===== config.mk =====
export PLATFORM = sky130hd
export DESIGN_NAME = memOrderUnit
export DESIGN_NICKNAME = d
export VERILOG_FILES = /design/src/hw/memOrderPkg.sv /design/src/hw/addrGen.sv /design/src/hw/loadBuffer.sv /design/src/hw/redirectSelect.sv /design/src/hw/memOrderUnit.sv
export SDC_FILE = /design/constraint.sdc
export NUM_CORES = 2
export LEC_CHECK = 0
export BUFFER_PORTS_ARGS = -buffer_cell sky130_fd_sc_hd__buf_2
export CORE_MARGIN = 1.5
export CORE_UTILIZATION = 54
export CTS_BUF_LIST = sky130_fd_sc_hd__clkbuf_4 sky130_fd_sc_hd__clkbuf_8
export CTS_CLUSTER_DIAMETER = 30
export DETAILED_ROUTE_END_ITERATION = 8
export PLACE_DENSITY = 0.78
export SYNTH_ARGS = -nofsm -noshare
export SYNTH_HDL_FRONTEND = slang
export SYNTH_HIERARCHICAL = 1
export SYNTH_SLANG_ARGS = --single-unit

===== constraint.sdc =====
create_clock -name clk -period 28.1 [get_ports clk]
set_input_delay 1.405 -clock clk [delete_from_list [all_inputs] [get_ports clk]]
set_output_delay 1.405 -clock clk [all_outputs]
set_load 0.01 [all_outputs]

===== src/hw/memOrderPkg.sv =====
package memOrderPkg;

    // instruction, load and store sequence numbers share one width.
    typedef logic [6:0] SqN;

    typedef logic [4:0] FetchId;

    typedef logic [7:0] BranchHist;

    localparam int DEF_LB_ENTRIES = 24;

    // op as it leaves the issue stage.
    typedef struct packed {
        logic valid;
        logic isLoad;
        logic [31:0] base;
        logic signed [11:0] offset;
        logic [31:0] pc;
        SqN sqN;
        SqN loadSqN;
        SqN storeSqN;
        FetchId fetchId;
        BranchHist history;
    } IssueOp;

    // op after address generation.
    typedef struct packed {
        logic valid;
        logic isLoad;
        logic [31:0] addr;
        logic [31:0] pc;
        SqN sqN;
        SqN loadSqN;
        SqN storeSqN;
        FetchId fetchId;
        BranchHist history;
    } AguUOp;

    // pipeline redirect, restarts fetch at dstPc.
    typedef struct packed {
        logic taken;
        logic flush;
        logic [31:0] dstPc;
        SqN sqN;
        SqN loadSqN;
        SqN storeSqN;
        FetchId fetchId;
        BranchHist history;
    } BranchProv;

    // true when a is younger than b, sequence numbers wrap around.
    function automatic logic isYounger(SqN a, SqN b);
        SqN diff;
        diff = a - b;
        return $signed(diff) > 0;
    endfunction

endpackage


===== src/hw/addrGen.sv =====
`timescale 1ns/1ps

module addrGen (
    input logic clk,
    input logic rst,

    input memOrderPkg::IssueOp issueOp,
    input memOrderPkg::BranchProv redirect,

    output memOrderPkg::AguUOp aguOp
);

    import memOrderPkg::*;

    AguUOp opReg;
    logic [31:0] effAddr;
    logic [31:0] offsetExt;
    logic dropIn;
    logic killHeld;

    // effective address and squash of the incoming op.
    always_comb begin
        offsetExt = {{20{issueOp.offset[11]}}, issueOp.offset};
        effAddr = issueOp.base + offsetExt;
        dropIn = redirect.taken && isYounger(issueOp.sqN, redirect.sqN);
    end

    always_ff @(posedge clk) begin
        if (issueOp.valid) begin
            opReg.isLoad <= issueOp.isLoad;
            opReg.addr <= effAddr;
            opReg.pc <= issueOp.pc;
            opReg.sqN <= issueOp.sqN;
            opReg.loadSqN <= issueOp.loadSqN;
            opReg.storeSqN <= issueOp.storeSqN;
            opReg.fetchId <= issueOp.fetchId;
            opReg.history <= issueOp.history;
        end

        if (rst) begin
            opReg.valid <= 1'b0;
        end else begin
            opReg.valid <= issueOp.valid && !dropIn;
        end
    end

    // the held op dies if a redirect older than it arrives now.
    always_comb begin
        killHeld = redirect.taken && isYounger(opReg.sqN, redirect.sqN);
        aguOp = opReg;
        aguOp.valid = opReg.valid && !killHeld;
    end

endmodule


===== src/hw/loadBuffer.sv =====
`timescale 1ns/1ps

module loadBuffer #(
    parameter int NUM_ENTRIES = 24
) (
    input logic clk,
    input logic rst,

    input memOrderPkg::SqN commitSqN,
    input memOrderPkg::AguUOp aguOp,
    input memOrderPkg::BranchProv redirect,

    output memOrderPkg::BranchProv violation,
    output memOrderPkg::SqN maxLoadSqN
);

    import memOrderPkg::*;

    localparam int IDX_W = $clog2(NUM_ENTRIES);

    typedef struct packed {
        logic valid;
        SqN sqN;
        logic [29:0] wordAddr;
    } LbEntry;

    LbEntry entries [NUM_ENTRIES];
    LbEntry entriesNext [NUM_ENTRIES];

    // load sequence number held by entry 0.
    SqN baseSqN;
    SqN baseNext;
    SqN loadOff;
    logic [IDX_W-1:0] loadIdx;
    logic storeHit;

    always_comb begin
        entriesNext = entries;
        baseNext = baseSqN;

        if (redirect.taken) begin
            for (int i = 0; i < NUM_ENTRIES; i++) begin
                if (isYounger(entries[i].sqN, redirect.sqN)) begin
                    entriesNext[i].valid = 1'b0;
                end
            end
            if (redirect.flush) begin
                baseNext = redirect.loadSqN;
            end
        end else if (entries[0].valid && isYounger(commitSqN, entries[0].sqN)) begin
            // head load committed, shift the window by one.
            for (int i = 0; i < NUM_ENTRIES - 1; i++) begin
                entriesNext[i] = entries[i + 1];
            end
            entriesNext[NUM_ENTRIES - 1].valid = 1'b0;
            baseNext = baseSqN + 1'b1;
        end

        // slot is relative to the base after this cycle's shift.
        loadOff = aguOp.loadSqN - baseNext;
        loadIdx = loadOff[IDX_W-1:0];

        if (aguOp.valid && aguOp.isLoad) begin
            entriesNext[loadIdx].valid = 1'b1;
            entriesNext[loadIdx].sqN = aguOp.sqN;
            entriesNext[loadIdx].wordAddr = aguOp.addr[31:2];
        end
    end

    // a store hitting the word of a younger, already executed load.
    always_comb begin
        storeHit = 1'b0;
        if (aguOp.valid && !aguOp.isLoad) begin
            for (int i = 0; i < NUM_ENTRIES; i++) begin
                if (entries[i].valid && entries[i].wordAddr == aguOp.addr[31:2] &&
                        !isYounger(aguOp.sqN, entries[i].sqN)) begin
                    storeHit = 1'b1;
                end
            end
        end
    end

    always_ff @(posedge clk) begin
        if (rst) begin
            for (int i = 0; i < NUM_ENTRIES; i++) begin
                entries[i].valid <= 1'b0;
            end
            baseSqN <= '0;
            maxLoadSqN <= SqN'(NUM_ENTRIES - 1);
        end else begin
            entries <= entriesNext;
            baseSqN <= baseNext;
            maxLoadSqN <= baseSqN + SqN'(NUM_ENTRIES - 1);
        end
    end

    // restart at the store itself.
    always_ff @(posedge clk) begin
        if (storeHit) begin
            violation.flush <= 1'b0;
            violation.dstPc <= aguOp.pc;
            violation.sqN <= aguOp.sqN;
            violation.loadSqN <= aguOp.loadSqN;
            violation.storeSqN <= aguOp.storeSqN;
            violation.fetchId <= aguOp.fetchId;
            violation.history <= aguOp.history;
        end

        if (rst) begin
            violation.taken <= 1'b0;
        end else begin
            violation.taken <= storeHit;
        end
    end

    // the op source must keep loads inside the credit window.
    creditWindow: assert property (@(posedge clk) disable iff (rst)
        (aguOp.valid && aguOp.isLoad) |-> (loadOff < SqN'(NUM_ENTRIES)))
        else $error("load outside credit window");

    singleViolation: assert property (@(posedge clk) disable iff (rst)
        violation.taken |=> !(violation.taken && violation.sqN == $past(violation.sqN)))
        else $error("violation repeated for one store");

endmodule


===== src/hw/redirectSelect.sv =====
`timescale 1ns/1ps

module redirectSelect (
    input logic clk,
    input logic rst,

    input memOrderPkg::BranchProv extBranch,
    input memOrderPkg::BranchProv violation,

    output memOrderPkg::BranchProv redirect
);

    import memOrderPkg::*;

    BranchProv chosen;
    logic violLive;
    logic pickViol;
    logic anyTaken;

    always_comb begin
        // a violation behind the redirect now going out is already squashed.
        violLive = violation.taken &&
            !(redirect.taken && isYounger(violation.sqN, redirect.sqN));

        // equal age goes to the branch.
        pickViol = violLive &&
            (!extBranch.taken || isYounger(extBranch.sqN, violation.sqN));

        anyTaken = violLive || extBranch.taken;
        chosen = pickViol ? violation : extBranch;
    end

    always_ff @(posedge clk) begin
        if (anyTaken) begin
            redirect.flush <= chosen.flush;
            redirect.dstPc <= chosen.dstPc;
            redirect.sqN <= chosen.sqN;
            redirect.loadSqN <= chosen.loadSqN;
            redirect.storeSqN <= chosen.storeSqN;
            redirect.fetchId <= chosen.fetchId;
            redirect.history <= chosen.history;
        end

        if (rst) begin
            redirect.taken <= 1'b0;
        end else begin
            redirect.taken <= anyTaken;
        end
    end

    // one redirect per restart point.
    singleRedirect: assert property (@(posedge clk) disable iff (rst)
        redirect.taken |=> !(redirect.taken && redirect.sqN == $past(redirect.sqN)))
        else $error("redirect repeated for one sqN");

endmodule


===== src/hw/memOrderUnit.sv =====
`timescale 1ns/1ps

module memOrderUnit #(
    parameter int NUM_ENTRIES = memOrderPkg::DEF_LB_ENTRIES
) (
    input logic clk,
    input logic rst,

    input memOrderPkg::IssueOp issueOp,
    input memOrderPkg::SqN commitSqN,
    input memOrderPkg::BranchProv extBranch,

    output memOrderPkg::BranchProv redirect,
    output memOrderPkg::SqN maxLoadSqN
);

    import memOrderPkg::*;

    AguUOp aguOp;
    BranchProv violation;

    addrGen agu (
        .clk(clk),
        .rst(rst),
        .issueOp(issueOp),
        .redirect(redirect),
        .aguOp(aguOp)
    );

    // redirect feeds back as the squash.
    loadBuffer #(
        .NUM_ENTRIES(NUM_ENTRIES)
    ) lb (
        .clk(clk),
        .rst(rst),
        .commitSqN(commitSqN),
        .aguOp(aguOp),
        .redirect(redirect),
        .violation(violation),
        .maxLoadSqN(maxLoadSqN)
    );

    redirectSelect sel (
        .clk(clk),
        .rst(rst),
        .extBranch(extBranch),
        .violation(violation),
        .redirect(redirect)
    );

endmodule


* Word-level counts from Yosys, hierarchy flattened
Index checks and enable logic that the tools add are counted.
Operators by class: eq/ne operators 24, mux-type cells 111, bitwise operators 2, divide/modulo/power cells 0, $mul 0, add/sub/neg operators 57, $lt $le $gt $ge 55, shift-type cells 0, reduce and logical (&&, ||, !) cells 91
Operators with widths (count):
- bitwise mux 912 bit | 3
- 2-to-1 mux 912 bit | 1
- 2-to-1 mux 37 bit | 24
- 2-to-1 mux 875 bit | 1
- == test 30 bit | 24
- demux 38 bit (select 5 bit) | 3
- > comparator 7 x 1 -> 1 bit (second input constant) | 53
- subtractor 7 bit | 53
- 2-to-1 mux 1 bit | 73
- 2-to-1 mux 66 bit | 1
- logical AND 1 bit | 59
- 2-to-1 mux 38 bit | 1
- adder 32 bit | 1
- 2-to-1 mux 30 bit | 1
- zero test 1 bit | 29
- 2-to-1 mux 7 bit | 3
- adder 7 x 1 -> 7 bit (second input constant) | 1
- adder 7 x 5 -> 7 bit (second input constant) | 1
- greater-or-equal comparator 6 bit (second input constant) | 1
- less-than comparator 6 x 1 -> 1 bit (second input constant) | 1
- inverter 5 -> 6 bit | 1
- subtractor 5 bit | 1
- logical OR 1 bit | 2
- AND reduction 2 bit | 1
- inverter 1 bit | 1
Storage, ports and cells: bits in registers 1161, bits in read-only memories 0, output and inout bits 75, bits in latches 0, memories 0, RAM bits 0, logic and storage cells 438, input port bits 189

* Logic depth before layout (Yosys ltp)
depth after elaboration 29, depth in mapped cells 27

* Modules after synthesis
Netlist, hierarchy kept.
Modules (own cells, without submodules):
- loadBuffer | cells each 7322, area an instance 70802.9 µm², sequential area each 29428.2 µm², instances 1
- addrGen | cells each 486, area an instance 5850.6 µm², sequential area each 2992.9 µm², instances 1
- redirectSelect | cells each 229, area an instance 3622.2 µm², sequential area each 2031.9 µm², instances 1

* Least setup slack after synthesis
Ideal clock, no wire load.
path kind input -> register, from input port rst, to register lb/entries[100] (netlist name), enable pin, stages 3, path buffers 2, data required time 26.555 ns, arrival 24.732 ns, setup time 1.545 ns, path slack 1.822 ns, cells stage by stage clkbuf_1 clkinv_1 clkbuf_1
RTL lines:
- start: declaration | RTL line memOrderUnit.sv:7 | input logic rst,
- end signal: assignment | RTL line loadBuffer.sv:91 | entries <= entriesNext;
- end: declaration | RTL line loadBuffer.sv:27 | LbEntry entries [NUM_ENTRIES];
No word-level cell between the ends.

==> summary by stage <==
Timing
The normalized max-slew margin is 6.08%. Adding up every negative setup slack in the final design gives 0 ps. Derived from the worst setup path, the maximum achievable clock frequency is 133 MHz. The clock arrives with ~86 ps of skew. Setup repair after global routing left no endpoint under its margin. The final max-slew violation count is 0. The number of setup violations in the final report is 0. The hold violation count in the final report is 0.

The clock period could shrink to 7510 ps. Dividing the final minimum period by the clock period gives 26.7%. The transition time of the tightest slew-check pin is 1390 ps.

Place
The number of port buffers is 263. Once placement finished, the instance area stood at roughly 82,000 um^2. At the end of routability-driven placement, the weighted congestion stood at 0.934.

The detailed placement HPWL is 157 mm. The cell count after placement is 9,779.

Synth
Synthesis handed over a netlist of 8,033 instances. The number of nets handed over by synthesis was 8,632. The synthesized area per cell is 9.98 um^2. The count of synthesis-stage warnings from yosys is 6. The post-synth design cell area is 80,200 um^2.

Floorplan
Once the floorplan was initialized, standard cells occupied 54.3% of the core. The number of rows created at floorplan is 141. The floorplan die area is about 150,000 um^2.

The number of primary I/O pins is between 200 and 300. The horizontal die dimension is slightly below 400 um. The total area inside the core boundary comes to 148,000 um^2. From bottom edge to top edge, the die measures 388 um.

Clocking
The number of hold buffers added after CTS was 0. The number of buffers created by CTS is 294. The cell at the root of the clock tree is clkbuf_8.

Post-CTS timing repair inserted 0 buffers for setup. TritonCTS built the clock tree. The clock reaches the later pin of the worst-skew pair after 1040 ps. The count of cells resized by post-cts repair is 0. The clock-pin transition on the worst setup and hold timing paths is 60 ps. CTS saw 1,159 sinks. The number of buffers on the longest clock path is 4. The clock tree synthesis step divided the H-tree into 5 levels.

Power
The analysis attributes to cell leakage a power of between 30 and 40 nW. Across the VDD grid, the largest voltage drop is 44.8 uV. The total power divided by cell area is 61.7 nW/um^2.

Routing
The residual antenna-violating net count after detailed routing is 0. The total DRC errors in the routed layout is 0. The routed wire length is 238 mm. Detailed routing inserted a total of 63,117 vias. The average vias per placed instance is 6.13. The routed wirelength normalized by instance count is roughly 23 um. The detailed-routing iteration count for the pre-antenna-repair pass is 6. In this run, the number of DRC markers left after iteration 0 of detailed routing was 7,458.

Critical path
The required time of the critical path is 28,830 ps. In this design, the stage delay of the slowest critical-path cell is 970 ps. The slowest stage of the critical path is the nand3_2 cell.

The arrival time of data at the critical path endpoint is 8230 ps. Along the worst path, the maximum fanout reaches 38. The worst register-to-register path ends at lb/entries[78]$_DFFE_PN_. Grouping stages by cell kind, the critical path spends the most delay in simple AND/OR/NAND/NOR gates.

STA classifies the critical path startpoint as a primary input. The startpoint of the lowest-slack register-to-register path is lb/entries[904]$_DFFE_PN_. The worst setup path is of the primary input to flip-flop kind. The count of buffer and inverter cells on the critical path is 4. The kind of capture point of the worst setup path is a flip-flop. Counting stages on the worst path, the most repeated cell is a21oi_1.

The cell depth of the worst flop-to-flop path is 23. The register-to-register path setup slack is about 21,000 ps.

Run
The max capacitance violation total is 0.

Global route
The via count of the first global-routing pass is 62,333. The pin count of the biggest net entering global routing is 216. The combined global-route utilization of all metal layers is 30.6%. The global-route wire length before repair is 362 mm. The number of antenna violations at the first check in global routing was 14. Summed over all layers, the global routing overflow is 0.

Hold path
The class of the most critical hold timing path is flip-flop to flip-flop. The cell depth of the worst hold path is 0. The end of the worst hold path is lb/violation[46]$_DFFE_PP_. The worst hold path begins at agu/aguOp[46]$_DFFE_PP_.

Finish
The post-route netlist has between 10% and 20% of its cells at a drive strength greater than 1. For this run, the share of the core covered by cells in the final layout is 60.0%. From synthesis to final layout, the design area changed by 10.4%. The count of cells in the finished layout, fillers not included, comes to 10,294.

The count of nets after finishing is 8,744. The finished layout cell area is 88,600 um^2.

Outcome
The flow ran to the end, and the final reports show no timing, DRC or antenna violations.
where the power goes:
group / internal (mW) / total (mW) / leakage [nW] / switching (mW)
logic: 0.429 / 1.09 / 21.9 / 0.663
clock network: 1.37 / 2.23 / 3.17 / 0.861
registers: 2.03 / 2.14 / 11.2 / 0.109
registers in the layout, summed over array words and instances, names as in the netlist, named ones only:
name / count
lb/baseSqN: 7
agu/aguOp: 97
lb/entries: 875
sel/redirect: 68
lb/violation: 67
agu/opReg: 1
lb/maxLoadSqN: 7
through the flow:
stage / hold slack (ps) / worst slack (ps) / total power [mW]
2_1_floorplan: 430 / 1820 / 2.96
3_3_place_gp: 400 / 19830 / 3.18
3_5_place_dp: 405 / 19730 / 3.23
4_1_cts: 385 / 20760 / 5.44
5_1_grt: 386 / 20220 / 5.64
6_report: 383 / 20590 / 5.46
layout make-up:
type | count | area (um^2)
antenna | 11 | 27.5
clock buffer | 358 | 4610
clock inverter | 146 | 1560
fill | 11669 | 59100
inverter | 287 | 1080
multi-input combinational | 6002 | 42000
sequential | 1159 | 34400
tap | 1930 | 2410
timing repair buffer | 401 | 2490
worst max-delay path by stage:
stage	startpoint	to	slack, ps	cells past startpoint
CTS	commitSqN[0]	lb/entries[78]$_DFFE_PN_	20760	25
detailed placement	commitSqN[0]	lb/entries[97]$_DFFE_PN_	19730	25
global route	commitSqN[0]	lb/entries[78]$_DFFE_PN_	20220	25
global placement	commitSqN[0]	lb/entries[103]$_DFFE_PN_	19830	25
floorplan	rst	lb/entries[100]$_DFFE_PN_	1820	3
finish	commitSqN[0]	lb/entries[78]$_DFFE_PN_	20590	25
per-layer routing:
metal / GRT usage, % / share of wire (%) / vias up
met2: 48.5 / 46 / 3620
li1: - / - / 28350
met5: 0 / 0.021 / -
met1: 39.7 / 38 / 30387
met4: 15.4 / 5.2 / 8
met3: 6.28 / 11 / 752
cells in the final DEF, fill, tap and decap left out, drive strengths merged, types with 27 or more instances in the layout:
| cell | instances |
|---|---|
| a21o | 72 |
| a21oi | 398 |
| a31oi | 86 |
| buf | 401 |
| bufinv | 31 |
| clkbuf | 358 |
| clkinv | 91 |
| dfxtp | 41 |
| edfxtp | 1118 |
| fa | 55 |
| ha | 355 |
| inv | 288 |
| mux2 | 580 |
| mux2i | 294 |
| nand2 | 1733 |
| nand2b | 46 |
| nand3 | 35 |
| nand4 | 185 |
| nor2 | 357 |
| nor2b | 68 |
| nor3 | 27 |
| nor4 | 92 |
| o21a | 45 |
| o21ai | 297 |
| o21bai | 28 |
| xnor2 | 689 |
| xor2 | 300 |
Note: power is estimated with default switching activity, not from simulation.
